`config.mk`:
```
export PLATFORM = sky130hd
export DESIGN_NAME = openadc_interface
export DESIGN_NICKNAME = d
export VERILOG_FILES = /design/src/design/openadc_pkg.sv /design/src/design/adc_reg_bank.sv /design/src/design/adc_timebase.sv /design/src/design/extclk_monitor.sv /design/src/design/adc_level_trigger.sv /design/src/design/panel_drive.sv /design/src/design/openadc_interface.sv
export SDC_FILE = /design/constraint.sdc
export NUM_CORES = 1
export LEC_CHECK = 0
export BUFFER_PORTS_ARGS = -buffer_cell sky130_fd_sc_hd__buf_2
export CORE_AREA = 2 2 148 259
export CTS_CLUSTER_DIAMETER = 100
export DETAILED_ROUTE_END_ITERATION = 12
export DIE_AREA = 0 0 150 261
export RECOVER_POWER = 25
export SLEW_MARGIN = 30
export SYNTH_ARGS = -nofsm -noshare
export SYNTH_HDL_FRONTEND = slang
export SYNTH_SLANG_ARGS = --single-unit
```
`constraint.sdc`:
```
create_clock -name clk_usb -period 4.4 [get_ports clk_usb]
set_input_delay 0.66 -clock clk_usb [delete_from_list [all_inputs] [get_ports clk_usb]]
set_output_delay 0.66 -clock clk_usb [all_outputs]
set_load 0.02 [all_outputs]
```
`src/design/openadc_pkg.sv`:
```
package openadc_pkg;

   localparam int adc_width_c = 12;   // ADC sample width
   localparam int freq_width_c = 32;  // frequency counts and change limit

   // byte-wide register map, multi-byte entries use the byte count
   typedef enum logic [7:0] {
      addr_gain         = 8'h00,
      addr_settings     = 8'h01,
      addr_status       = 8'h02,
      addr_trig_level   = 8'h05,  // 2 bytes, bit 11 selects polarity
      addr_arm          = 8'h06,  // write strobe only
      addr_led_select   = 8'h07,
      addr_extclk_freq  = 8'h08,  // 4 bytes, read only
      addr_extclk_limit = 8'h09   // 4 bytes
   } reg_addr_e;

   // what the two panel LEDs show
   typedef enum logic [1:0] {
      led_normal    = 2'd0,
      led_heartbeat = 2'd1,
      led_extclk    = 2'd2,
      led_gate      = 2'd3
   } led_sel_e;

   // bit positions inside the status register
   typedef enum logic [2:0] {
      status_armed         = 3'd0,
      status_triggered     = 3'd1,
      status_pll           = 3'd4,
      status_extclk_change = 3'd5
   } status_bit_e;

   // settings register bits
   localparam int set_soft_reset_c = 0;
   localparam int set_data_source_c = 1;    // 1 = ADC pins, 0 = test pattern
   localparam int set_mon_disable_c = 2;

endpackage

```
`src/design/adc_reg_bank.sv`:
```
`timescale 1ns/10ps

module adc_reg_bank #(
   parameter int p_bytecnt_size = 7
) (
   input  logic                                    clk_usb,
   input  logic                                    reset,
   input  logic [7:0]                              reg_address_i,
   input  logic [p_bytecnt_size-1:0]               reg_bytecnt_i,
   input  logic [7:0]                              reg_datai_i,
   input  logic                                    reg_write_i,
   input  logic                                    armed_i,
   input  logic                                    triggered_i,
   input  logic                                    pll_status_i,
   input  logic                                    extclk_change_i,
   input  logic [openadc_pkg::freq_width_c-1:0]    extclk_freq_i,
   output logic [7:0]                              reg_datao_o,
   output logic                                    rst_o,
   output logic                                    arm_o,
   output logic                                    data_source_o,
   output logic                                    monitor_disable_o,
   output logic [7:0]                              gain_o,
   output logic [openadc_pkg::adc_width_c-1:0]     trig_level_o,
   output openadc_pkg::led_sel_e                   led_select_o,
   output logic [openadc_pkg::freq_width_c-1:0]    extclk_limit_o
);

   openadc_pkg::reg_addr_e addr;
   logic [2:0] settings;
   logic [7:0] status;
   logic       byte_ok;      // byte count inside a 4-byte register
   logic       arm_hit;

   assign addr = openadc_pkg::reg_addr_e'(reg_address_i);
   assign byte_ok = (reg_bytecnt_i < 4);

   // soft reset bit clears itself through the combined reset
   assign rst_o = reset | settings[openadc_pkg::set_soft_reset_c];
   assign data_source_o = settings[openadc_pkg::set_data_source_c];
   assign monitor_disable_o = settings[openadc_pkg::set_mon_disable_c];

   always_ff @(posedge clk_usb) begin
      if (rst_o) begin
         settings <= '0;
         gain_o <= '0;
         trig_level_o <= '0;
         led_select_o <= openadc_pkg::led_normal;
         extclk_limit_o <= '0;
      end else if (reg_write_i) begin
         case (addr)
            openadc_pkg::addr_settings:   settings <= reg_datai_i[2:0];
            openadc_pkg::addr_gain:       gain_o <= reg_datai_i;
            openadc_pkg::addr_led_select:
               led_select_o <= openadc_pkg::led_sel_e'(reg_datai_i[1:0]);
            openadc_pkg::addr_trig_level: begin
               if (reg_bytecnt_i == 0)
                  trig_level_o[7:0] <= reg_datai_i;
               else if (reg_bytecnt_i == 1)   // upper nibble only
                  trig_level_o[openadc_pkg::adc_width_c-1:8] <=
                     reg_datai_i[openadc_pkg::adc_width_c-9:0];
            end
            openadc_pkg::addr_extclk_limit: begin
               if (byte_ok)
                  extclk_limit_o[8*reg_bytecnt_i[1:0] +: 8] <= reg_datai_i;
            end
            default: ;
         endcase
      end
   end

   // registered arm strobe for each write cycle
   assign arm_hit = reg_write_i && (addr == openadc_pkg::addr_arm);

   always_ff @(posedge clk_usb) begin
      if (rst_o)
         arm_o <= 1'b0;
      else
         arm_o <= arm_hit;
   end

   always_comb begin
      status = '0;
      status[openadc_pkg::status_armed] = armed_i;
      status[openadc_pkg::status_triggered] = triggered_i;
      status[openadc_pkg::status_pll] = pll_status_i;
      status[openadc_pkg::status_extclk_change] = extclk_change_i;
   end

   // read-back mux
   always_comb begin
      reg_datao_o = '0;
      case (addr)
         openadc_pkg::addr_settings:   reg_datao_o = {5'b0, settings};
         openadc_pkg::addr_status:     reg_datao_o = status;
         openadc_pkg::addr_gain:       reg_datao_o = gain_o;
         openadc_pkg::addr_led_select: reg_datao_o = {6'b0, led_select_o};
         openadc_pkg::addr_trig_level: begin
            if (reg_bytecnt_i == 0)
               reg_datao_o = trig_level_o[7:0];
            else if (reg_bytecnt_i == 1)
               reg_datao_o = {4'b0, trig_level_o[openadc_pkg::adc_width_c-1:8]};
         end
         openadc_pkg::addr_extclk_freq: begin
            if (byte_ok)
               reg_datao_o = extclk_freq_i[8*reg_bytecnt_i[1:0] +: 8];
         end
         openadc_pkg::addr_extclk_limit: begin
            if (byte_ok)
               reg_datao_o = extclk_limit_o[8*reg_bytecnt_i[1:0] +: 8];
         end
         default: ;
      endcase
   end

   // a strobe longer than one cycle would rearm the trigger unit
   arm_single_cycle: assert property (@(posedge clk_usb) disable iff (rst_o)
      arm_o |=> !arm_o);

endmodule

```
`src/design/adc_timebase.sv`:
```
`timescale 1ns/10ps

module adc_timebase #(
   parameter int p_gate_bits = 23
) (
   input  logic clk_usb,
   input  logic reset,
   output logic gate_o,
   output logic heartbeat_o,
   output logic flash_pattern_o
);

   logic [p_gate_bits+2:0] timer;
   logic                   gate_bit_q;

   always_ff @(posedge clk_usb) begin
      if (reset) begin
         timer <= '0;
         gate_bit_q <= 1'b0;
         gate_o <= 1'b0;
         flash_pattern_o <= 1'b0;
      end else begin
         timer <= timer + 1'b1;
         gate_bit_q <= timer[p_gate_bits-1];
         gate_o <= timer[p_gate_bits-1] && !gate_bit_q;   // once per 2**p_gate_bits
         if (timer[p_gate_bits+2])
            flash_pattern_o <= ~timer[p_gate_bits];   // blink in upper half only
      end
   end

   assign heartbeat_o = timer[p_gate_bits+1];

   // monitor latches one count per window
   gate_single_cycle: assert property (@(posedge clk_usb) disable iff (reset)
      gate_o |=> !gate_o);

endmodule

```
`src/design/extclk_monitor.sv`:
```
`timescale 1ns/10ps

module extclk_monitor (
   input  logic                                    clk_usb,
   input  logic                                    reset,
   input  logic                                    ext_clk_i,
   input  logic                                    gate_i,
   input  logic                                    monitor_disable_i,
   input  logic [openadc_pkg::freq_width_c-1:0]    limit_i,
   output logic                                    ext_clk_sync_o,
   output logic [openadc_pkg::freq_width_c-1:0]    freq_o,
   output logic                                    change_o
);

   logic                                  sync_meta;
   logic                                  sync_q;
   logic                                  rise;
   logic [openadc_pkg::freq_width_c-1:0]  count;
   logic [openadc_pkg::freq_width_c-1:0]  diff;

   // two-flop synchronizer, third flop for edge detect
   always_ff @(posedge clk_usb) begin
      if (reset) begin
         sync_meta <= 1'b0;
         ext_clk_sync_o <= 1'b0;
         sync_q <= 1'b0;
      end else begin
         sync_meta <= ext_clk_i;
         ext_clk_sync_o <= sync_meta;
         sync_q <= ext_clk_sync_o;
      end
   end

   assign rise = ext_clk_sync_o && !sync_q;

   // distance between new and latched count
   assign diff = (count > freq_o) ? (count - freq_o) : (freq_o - count);

   always_ff @(posedge clk_usb) begin
      if (reset) begin
         count <= '0;
         freq_o <= '0;
      end else if (gate_i) begin
         freq_o <= count;
         count <= {{(openadc_pkg::freq_width_c-1){1'b0}}, rise};   // edge on gate counts
      end else if (rise) begin
         count <= count + 1'b1;
      end
   end

   // sticky until monitor disable is set
   always_ff @(posedge clk_usb) begin
      if (reset)
         change_o <= 1'b0;
      else if (monitor_disable_i)
         change_o <= 1'b0;
      else if (gate_i && (freq_o != '0) && (diff > limit_i))
         change_o <= 1'b1;
   end

endmodule

```
`src/design/adc_level_trigger.sv`:
```
`timescale 1ns/10ps

module adc_level_trigger (
   input  logic                                 clk_usb,
   input  logic                                 reset,
   input  logic [openadc_pkg::adc_width_c-1:0]  adc_data_i,
   input  logic                                 data_source_i,
   input  logic [openadc_pkg::adc_width_c-1:0]  level_i,
   input  logic                                 arm_i,
   output logic                                 trigger_o,
   output logic                                 armed_o,
   output logic                                 triggered_o
);

   typedef enum logic [1:0] {
      trig_idle,
      trig_armed,
      trig_done
   } trig_state_e;

   trig_state_e state;
   logic [openadc_pkg::adc_width_c-1:0] pattern;
   logic [openadc_pkg::adc_width_c-1:0] sample_pre;
   logic [openadc_pkg::adc_width_c-1:0] sample;
   logic                                hit;

   // counting test pattern
   always_ff @(posedge clk_usb) begin
      if (reset)
         pattern <= '0;
      else
         pattern <= pattern + 1'b1;
   end

   // two resample stages
   always_ff @(posedge clk_usb) begin
      sample_pre <= data_source_i ? adc_data_i : pattern;
      sample <= sample_pre;
   end

   // msb of level picks the polarity
   assign hit = level_i[openadc_pkg::adc_width_c-1] ? (sample > level_i) :
                                                      (sample < level_i);

   always_ff @(posedge clk_usb) begin
      if (reset) begin
         state <= trig_idle;
         trigger_o <= 1'b0;
      end else begin
         trigger_o <= 1'b0;
         if (arm_i) begin
            state <= trig_armed;   // rearm also clears triggered
         end else if (state == trig_armed && hit) begin
            state <= trig_done;
            trigger_o <= 1'b1;
         end
      end
   end

   assign armed_o = (state == trig_armed);
   assign triggered_o = (state == trig_done);

   // one pulse per arm
   trigger_one_shot: assert property (@(posedge clk_usb) disable iff (reset)
      trigger_o |=> !trigger_o);

endmodule

```
`src/design/panel_drive.sv`:
```
`timescale 1ns/10ps

module panel_drive (
   input  logic                  clk_usb,
   input  logic                  reset,
   input  openadc_pkg::led_sel_e led_select_i,
   input  logic [7:0]            gain_i,
   input  logic                  armed_i,
   input  logic                  triggered_i,
   input  logic                  heartbeat_i,
   input  logic                  gate_i,
   input  logic                  flash_i,
   input  logic                  ext_clk_sync_i,
   input  logic                  extclk_change_i,
   output logic                  led_armed_o,
   output logic                  led_capture_o,
   output logic                  amp_gain_o
);

   logic [8:0] pwm_acc;

   always_comb begin
      if (extclk_change_i) begin   // clock alarm overrides the select
         led_armed_o = flash_i;
         led_capture_o = flash_i;
      end else begin
         case (led_select_i)
            openadc_pkg::led_heartbeat: begin
               led_armed_o = heartbeat_i;
               led_capture_o = gate_i;
            end
            openadc_pkg::led_extclk: begin
               led_armed_o = ext_clk_sync_i;
               led_capture_o = extclk_change_i;
            end
            openadc_pkg::led_gate: begin
               led_armed_o = gate_i;
               led_capture_o = flash_i;
            end
            default: begin
               led_armed_o = armed_i;
               led_capture_o = triggered_i;
            end
         endcase
      end
   end

   // carry out gives gain pulses per 256 cycles
   always_ff @(posedge clk_usb) begin
      if (reset)
         pwm_acc <= '0;
      else
         pwm_acc <= pwm_acc[7:0] + gain_i;
   end

   assign amp_gain_o = pwm_acc[8];

endmodule

```
`src/design/openadc_interface.sv`:
```
`timescale 1ns/10ps

module openadc_interface #(
   parameter int p_bytecnt_size = 7,
   parameter int p_gate_bits = 23
) (
   input  logic                                 clk_usb,
   input  logic                                 reset,
   input  logic [openadc_pkg::adc_width_c-1:0]  adc_data_i,
   input  logic                                 ext_clk_i,
   input  logic                                 pll_status_i,
   input  logic [7:0]                           reg_address_i,
   input  logic [p_bytecnt_size-1:0]            reg_bytecnt_i,
   input  logic [7:0]                           reg_datai_i,
   input  logic                                 reg_write_i,
   output logic [7:0]                           reg_datao_o,
   output logic                                 reset_o,
   output logic                                 trigger_adc_o,
   output logic                                 amp_gain_o,
   output logic                                 led_armed_o,
   output logic                                 led_capture_o,
   output logic                                 freq_measure_o,
   output logic                                 flash_pattern_o
);

   logic                                  rst;
   logic                                  arm;
   logic                                  armed;
   logic                                  triggered;
   logic                                  data_source;
   logic                                  monitor_disable;
   logic [7:0]                            gain;
   logic [openadc_pkg::adc_width_c-1:0]   trig_level;
   openadc_pkg::led_sel_e                 led_select;
   logic [openadc_pkg::freq_width_c-1:0]  extclk_limit;
   logic [openadc_pkg::freq_width_c-1:0]  extclk_freq;
   logic                                  extclk_change;
   logic                                  ext_clk_sync;
   logic                                  gate;
   logic                                  heartbeat;

   assign reset_o = rst;
   assign freq_measure_o = gate;

   adc_reg_bank #(
      .p_bytecnt_size      (p_bytecnt_size)
   ) u_reg_bank (
      .clk_usb             (clk_usb),
      .reset               (reset),
      .reg_address_i       (reg_address_i),
      .reg_bytecnt_i       (reg_bytecnt_i),
      .reg_datai_i         (reg_datai_i),
      .reg_write_i         (reg_write_i),
      .armed_i             (armed),
      .triggered_i         (triggered),
      .pll_status_i        (pll_status_i),
      .extclk_change_i     (extclk_change),
      .extclk_freq_i       (extclk_freq),
      .reg_datao_o         (reg_datao_o),
      .rst_o               (rst),
      .arm_o               (arm),
      .data_source_o       (data_source),
      .monitor_disable_o   (monitor_disable),
      .gain_o              (gain),
      .trig_level_o        (trig_level),
      .led_select_o        (led_select),
      .extclk_limit_o      (extclk_limit)
   );

   adc_timebase #(
      .p_gate_bits         (p_gate_bits)
   ) u_timebase (
      .clk_usb             (clk_usb),
      .reset               (rst),
      .gate_o              (gate),
      .heartbeat_o         (heartbeat),
      .flash_pattern_o     (flash_pattern_o)
   );

   extclk_monitor u_extclk_monitor (
      .clk_usb             (clk_usb),
      .reset               (rst),
      .ext_clk_i           (ext_clk_i),
      .gate_i              (gate),
      .monitor_disable_i   (monitor_disable),
      .limit_i             (extclk_limit),
      .ext_clk_sync_o      (ext_clk_sync),
      .freq_o              (extclk_freq),
      .change_o            (extclk_change)
   );

   adc_level_trigger u_level_trigger (
      .clk_usb             (clk_usb),
      .reset               (rst),
      .adc_data_i          (adc_data_i),
      .data_source_i       (data_source),
      .level_i             (trig_level),
      .arm_i               (arm),
      .trigger_o           (trigger_adc_o),
      .armed_o             (armed),
      .triggered_o         (triggered)
   );

   panel_drive u_panel_drive (
      .clk_usb             (clk_usb),
      .reset               (rst),
      .led_select_i        (led_select),
      .gain_i              (gain),
      .armed_i             (armed),
      .triggered_i         (triggered),
      .heartbeat_i         (heartbeat),
      .gate_i              (gate),
      .flash_i             (flash_pattern_o),
      .ext_clk_sync_i      (ext_clk_sync),
      .extclk_change_i     (extclk_change),
      .led_armed_o         (led_armed_o),
      .led_capture_o       (led_capture_o),
      .amp_gain_o          (amp_gain_o)
   );

endmodule

```
==> metrics.txt, run 1 <==
sequential cell area fraction in the yosys report 0.317; initial core utilization 0.345; worst reg2reg endpoint u_extclk_monitor.change_o; length in cells of the worst reg-to-reg path 22; nets 1913; Mapped Avg Cell Area 8.35 um2; CP Max Fanout 4; Net Count, Synth 1703; predominant post-synthesis flop cell dfxtp_1; FILL cells 3737; Final Core Density 0.432; global route overflow 0; pin count of the biggest net entering global routing 89; Final Setup Violations 0; HP Class register to register; number of synthesized flops with an enable pin 0; number of remaining DRC errors 0; CP startpoint u_extclk_monitor.count[0]; Critical Path AT 4.61 ns; Flop pwr share 0.440; first-pass GRT wire length 63500 um; total power per unit cell area 262 nW/um2; most frequent cells in the layout dfxtp_1, buf_4, nor2_1, inv_1, a21oi_1; Die H 261 um; sequential cell area 4070 um2; number of antenna violations at the first check in global routing 0; Req. time, crit path 4.77 ns; Reg2Reg Setup Slack 0.16 ns; clock-pin slew of the registers on the worst-case setup and hold paths 0.07 ns; Routed Antenna Nets 0; CTS H-tree lvls 1; fin crit share 0.963; TritonCTS clock tree yes; Die W 150 um; Mapped Cells 1537; flops & latches, synth 203; All-Layer GR Usage 0.208; CTS root buf clkbuf_16; Core Region 37200 um2; Design Power 4.21 mW; sw power 1.06 mW; Iter 0 DRT Violations 838; num rows 94; ANT cells 0; wire per inst 18.4 um; YS warnings 0; CTS buffer count 21; CP Class register to register; Max Fclk 236 MHz; clock network power share 0.460; Max VDD drop 0.269 mV; leading cell type in the layout, fill and taps excluded dfxtp_1; Internal Power 3.16 mW; max-slew violations 0; unique cell type count in the Yosys netlist 70; maximum root-to-sink buffer count 3; die area 39200 um2; detailed-route via count 11800; final hold vios 0; vias per cell 5.27; Pre-antenna DRT Iters 5; switch share 0.250; area of the multi-input gates 8360 um2; # IOs 55; Final GP Congestion 0.976; Max Cap Violations 0; DPL Wire Length 32500 um; share of cells above drive strength 1 0.227; r2r startpoint u_extclk_monitor.count[0]; LEAKAGE 6.66 nW; Worst setup SP type register; clk sinks 203; status finished clean; Clock Latency Late Sink 0.54 ns; worst-margin pin slew 0.949 ns; vias in the first global route 11800; crit path capture type register; IO Port Bufs 54; Gate power share 0.100; Rel. slew slack 0.367; Area growth syn-to-layout 25.2%; Final Critical Period 4.24 ns; worst clock skew 0.0181 ns; Async SR Flop Fraction 0; DRT Wirelength 41300 um; Synth Cell Area 12800 um2; crit path to u_extclk_monitor.change_o
## layer usage
metal | up-vias | routed length (um) | track usage | part of all wire
li1 | 5784 | - | - | -
met1 | 5619 | 14800 | 0.208 | 0.36
met2 | 303 | 22300 | 0.405 | 0.54
met3 | 115 | 1410 | 0.0192 | 0.034
met4 | 0 | 2780 | 0.128 | 0.067
met5 | - | 0 | 0 | 0
## worst max-delay path, stage by stage, from the launching register on
cell and delay (ns):
dfxtp_2 0.32, inv_2 0.07, ha_4 0.13, inv_1 0.05, fa_2 0.37, nand3_2 0.09, a21oi_2 0.07, o21ba_4 0.21
o311ai_4 0.28, a21oi_2 0.13, o21ai_4 0.26, buf_6 0.15, buf_4 0.12, mux2i_4 0.23, a32o_1 0.21, a21oi_2 0.04
xnor2_1 0.19, ha_1 0.27, a21o_1 0.17, a21oi_2 0.14, o211ai_1 0.19, a221oi_2 0.31, nor4_1 0.07
## how the worst min path moves through the flow
stage | end | cells after the start | slack, ns | startpoint
after CTS | u_level_trigger.sample[1] | 0 | 0.33 | u_level_trigger.sample_pre[1]
after detailed placement | u_level_trigger.sample[1] | 0 | 0.31 | u_level_trigger.sample_pre[1]
after global placement | u_level_trigger.sample[1] | 0 | 0.31 | u_level_trigger.sample_pre[1]
after floorplan | u_level_trigger.sample[0] | 0 | 0.31 | u_level_trigger.sample_pre[0]
final | u_level_trigger.sample[9] | 0 | 0.33 | u_level_trigger.sample_pre[9]
after global routing | u_level_trigger.sample[10] | 0 | 0.33 | u_level_trigger.sample_pre[10]
## stage by stage
stage | instance area, um2 | cells | hold slack [ns] | setup WS, ns | TNS (ns)
2_1_floorplan | 12800 | 1537 | 0.310 | 0.323 | 0
3_3_place_gp | 14900 | 2196 | 0.310 | -0.151 | -0.151
3_5_place_dp | 14900 | 2196 | 0.313 | -0.204 | -0.204
4_1_cts | 15600 | 2234 | 0.327 | 0.00534 | 0
5_1_grt | 16100 | 2241 | 0.330 | -0.0275 | -0.0275
6_report | 16100 | 2241 | 0.327 | 0.163 | 0
## sequential cells by signal, indices dropped and copies added (netlist names), 3 cells and up
| signal | count |
|---|---|
| u_extclk_monitor.count | 32 |
| u_level_trigger.sample | 12 |
| u_reg_bank.gain_o | 8 |
| u_timebase.timer | 26 |
| u_reg_bank.extclk_limit_o | 32 |
| u_panel_drive.pwm_acc | 9 |
| u_level_trigger.pattern | 12 |
| u_reg_bank.settings | 3 |
| u_level_trigger.sample_pre | 12 |
| u_reg_bank.trig_level_o | 12 |
| u_extclk_monitor.freq_o | 32 |
## cell families (layout without fill, tap and decap cells)
logic type                 after synthesis  in the layout  share of synthesized area
muxes                                   92             92                     0.0898
buffers and inverters                  201            425                     0.0612
AOI/OAI and AO/OA                      312            312                      0.153
and+or+nand+nor                        511            511                      0.192
adders and majority gates              126            126                      0.125
xor gates and xnor gates                92             92                     0.0628
DFF                                    203            203                      0.317
## timing repair
action	CTS	global route
buffers inserted	1	7
hold buffers	0	0
endpoints found under the setup margin	1	1
pin swaps	3	42
gates resized for setup	9	69
## power groups by stage
| stage | Clock, mW | Sequential, mW | Combinational [mW] |
|---|---|---|---|
| finish | 1.94 | 1.86 | 0.421 |
| global placement | 0 | 1.90 | 0.376 |
| floorplan | 0 | 1.90 | 0.237 |
| global route | 2.05 | 1.86 | 0.454 |
| CTS | 1.99 | 1.86 | 0.389 |
| detailed placement | 0 | 1.90 | 0.382 |
## final cells by class
type,instances,share of cell area
clock buffers,26,0.0364
clock inverters,11,0.00935
inverters,134,0.0315
multi-input cells,1133,0.521
flip-flops and latches,203,0.254
well taps,480,0.0374
repair buffers,254,0.111
## cell usage after synthesis, drive strengths merged, types with 17 or more instances
master	number	area [um2]
buf	21	106
nand3	76	380
nor2b	18	113
nand4	29	181
nor3	29	155
clkbuf	46	176
nor2	150	563
xor2	27	236
ha	123	1540
mux2i	60	601
nand2	116	435
o21ai	49	257
mux4	17	383
xnor2	65	569
and3	20	125
nor4	17	106
inv	134	503
a21o	39	293
a21oi	145	741
dfxtp	203	4060
Note: power is estimated with default switching activity, not from simulation.
==> run 2: changes to the inputs <==
Clock period 4.4 ns to 3.75 ns, I/O delays scaled along.
==> run 2 against run 1 <==
  * The flow now finishes with violations (capacitance limit, slew limit, setup timing)
  * Highest routed layer unchanged
  * Via count rose by 0.78%
  * Total power rose by 20%
  * Design area rose by 2.1%
  * Combinational power rose by 18%
  * Largest power group unchanged
  * Die area did not move
  * Clock skew fell by 0.011 ns
==> metrics.txt, run 2 (synthesis gave the netlist of run 1 again) <==
HP Class primary input to register (was register to register); Critical Path AT 4.57 ns (was 4.61 ns); clock network power share 0.472 (was 0.460); num rows 94 (unchanged); CTS H-tree lvls 1 (unchanged); post-placement cell count 2236 (was 2196); Area growth syn-to-layout 27.9% (was 25.2%); final hold vios 0 (unchanged); sw power 1.19 mW (was 1.06 mW); Die H 261 um (unchanged); Top Layer Used met4 (unchanged); die area 39200 um2 (unchanged); crit-path cells inv_1 -> ha_1 -> buf_6 -> nand2_1 -> nor3_2 -> buf_4 -> nand2_1 -> nor4_4 -> buf_4 -> o21ai_1 -> o21ai_4 -> buf_6 -> buf_12 -> nor2_2 -> a311o_1 -> xor2_1 -> ha_1 -> a21o_1 -> a21oi_2 -> o21ai_2 -> nand2_1 -> o211ai_1 -> a221oi_2 -> nor4_1 (was inv_2 -> ha_4 -> inv_1 -> fa_2 -> nand3_2 -> a21oi_2 -> o21ba_4 -> o311ai_4 -> a21oi_2 -> o21ai_4 -> buf_6 -> buf_4 -> mux2i_4 -> a32o_1 -> a21oi_2 -> xnor2_1 -> ha_1 -> a21o_1 -> a21oi_2 -> o211ai_1 -> a221oi_2 -> nor4_1); share of cells above drive strength 1 0.239 (was 0.227); most used cell along the critical path nand2_1 (was a21oi_2); max-slew violations 34 (was 0); Final GP Congestion 0.947 (was 0.976); Gate power share 0.098 (was 0.100); nets 1954 (was 1913); Worst setup SP type register (unchanged); Pre-antenna DRT Iters 5 (unchanged); Routed Antenna Nets 0 (unchanged); CTS buffer count 21 (unchanged); global route overflow 0 (unchanged); worst clock skew 0.00698 ns (was 0.0181 ns); crit path capture type register (unchanged); TritonCTS clock tree yes (unchanged); DRT Wirelength 41100 um (was 41300 um); failing checks capacitance limit, slew limit, setup timing; met3 wire len 1480 um (was 1410 um); most frequent cells in the layout buf_4, dfxtp_1, nor2_1, a21oi_1, inv_1 (was dfxtp_1, buf_4, nor2_1, inv_1, a21oi_1); number of remaining DRC errors 0 (unchanged); LEAKAGE 6.93 nW (was 6.66 nW); fin crit share 1.12 (was 0.963); CP Class register to register (unchanged); IO Port Bufs 54 (unchanged); Rel. slew slack -0.832 (was 0.367); Iter 0 DRT Violations 694 (was 838); Core Region 37200 um2 (unchanged); initial core utilization 0.345 (unchanged); Final Critical Period 4.20 ns (was 4.24 ns); clock-pin slew of the registers on the worst-case setup and hold paths 0.07 ns (about the same); vias in the first global route 12400 (was 11800); number of antenna violations at the first check in global routing 0 (unchanged); Die W 150 um (unchanged); DPL Wire Length 32400 um (was 32500 um); total power per unit cell area 309 nW/um2 (was 262 nW/um2); largest registers u_extclk_monitor.count x32, u_extclk_monitor.freq_o x32, u_reg_bank.extclk_limit_o x32 (unchanged); clk sinks 203 (unchanged); DRT met1 WL 14400 um (was 14800 um); switch share 0.236 (was 0.250); Crit path largest cell delay 0.38 ns (was 0.37 ns); ANT cells 0 (unchanged); Max Fclk 238 MHz (was 236 MHz); CP max-delay cell a311o_1 (was fa_2); RSZ-0062 raised after global routing true; Max VDD drop 0.335 mV (was 0.269 mV); Internal Power 3.87 mW (was 3.16 mW); CTS root buf clkbuf_16 (unchanged); Req. time, crit path 4.12 ns (was 4.77 ns); wire per inst 18.0 um (was 18.4 um); CP Max Fanout 5 (was 4); # IOs 55 (unchanged); first-pass GRT wire length 64800 um (was 63500 um); Max Cap Violations 1 (was 0); metal2 WL 21800 um (was 22300 um); detailed-route via count 11900 (was 11800); post-placement cell area 15300 um2 (was 14900 um2); Final WS setup -0.447 ns (was 0.163 ns); Flop pwr share 0.430 (was 0.440); leading cell type in the layout, fill and taps excluded buf_4 (was dfxtp_1); pin count of the biggest net entering global routing 111 (was 89); post-route cell area 16400 um2 (was 16100 um2); worst-margin pin slew 2.75 ns (was 0.949 ns); Post-Layout Cell Count 2281 (was 2241); vias per cell 5.22 (was 5.27); status finished with violations (was finished clean); Clock Latency Late Sink 0.51 ns (was 0.54 ns); All-Layer GR Usage 0.211 (was 0.208); FILL cells 3736 (was 3737); Final Setup Violations 2 (was 0); maximum root-to-sink buffer count 3 (unchanged)
==> run 2: final timing paths <==
| path | start | endpoint | slack, ns | depth (start not counted) |
|---|---|---|---|---|
| setup / recovery | u_extclk_monitor.freq_o[3] | u_extclk_monitor.change_o | -0.45 | 24 |
| hold / removal | ext_clk_i | u_extclk_monitor.sync_meta | 0.26 | 2 |
| setup reg to reg | u_extclk_monitor.freq_o[3] | u_extclk_monitor.change_o | -0.45 | 24 |
| hold reg to reg | u_level_trigger.sample_pre[8] | u_level_trigger.sample[8] | 0.32 | 0 |
==> run 2: metal layers <==
layer  track usage  up-vias
met2         0.405      312
li1              -     5844
met1         0.205     5603
met5             0        -
met3        0.0279      154
met4         0.145        0
==> run 2: area by class of cell <==
cell class	count	area [um2]	area share
timing repair buffer	295	2170	0.132
clock inverter	12	220	0.0134
tap	480	601	0.0366
inverter	134	505	0.0308
sequential	203	4070	0.248
multi-input combinational	1133	8290	0.505
clock buffer	24	557	0.0339
==> run 2: power groups by stage <==
stage	sequential (mW)	combinational, mW	clock (mW)
5_1_grt	2.18	0.540	2.53
2_1_floorplan	2.22	0.287	0
6_report	2.18	0.496	2.39
3_3_place_gp	2.23	0.444	0
3_5_place_dp	2.23	0.449	0
4_1_cts	2.18	0.470	2.45
==> run 2: timing repair <==
item / in CTS / in global routing
buffers inserted: 8 / 2
endpoints found under the setup margin: 1 / 1
pin swaps: 24 / 10
resized for setup: 41 / 13
hold buffers: 0 / 0
==> run 2: critical path, delay by kind of cell, from the launching register on <==
family	cells	cell delay, ns
flops	1	0.33
simple gates	7	0.70
fa+ha+maj	2	0.64
xor+xnor	1	0.17
buf+inv	6	0.75
compound gates	8	1.43
==> run 2: stage by stage <==
stage	setup WS (ns)	total power [mW]	TNS (ns)	utilization	hold slack, ns
6_report	-0.447	5.06	-0.714	0.442	0.259
3_5_place_dp	-0.699	2.68	-0.699	0.411	0.314
5_1_grt	-0.625	5.25	-1.08	0.442	0.245
3_3_place_gp	-0.619	2.67	-0.619	0.411	0.311
2_1_floorplan	-0.0608	2.51	-0.0608	-	0.310
4_1_cts	-0.438	5.10	-0.438	0.439	0.238
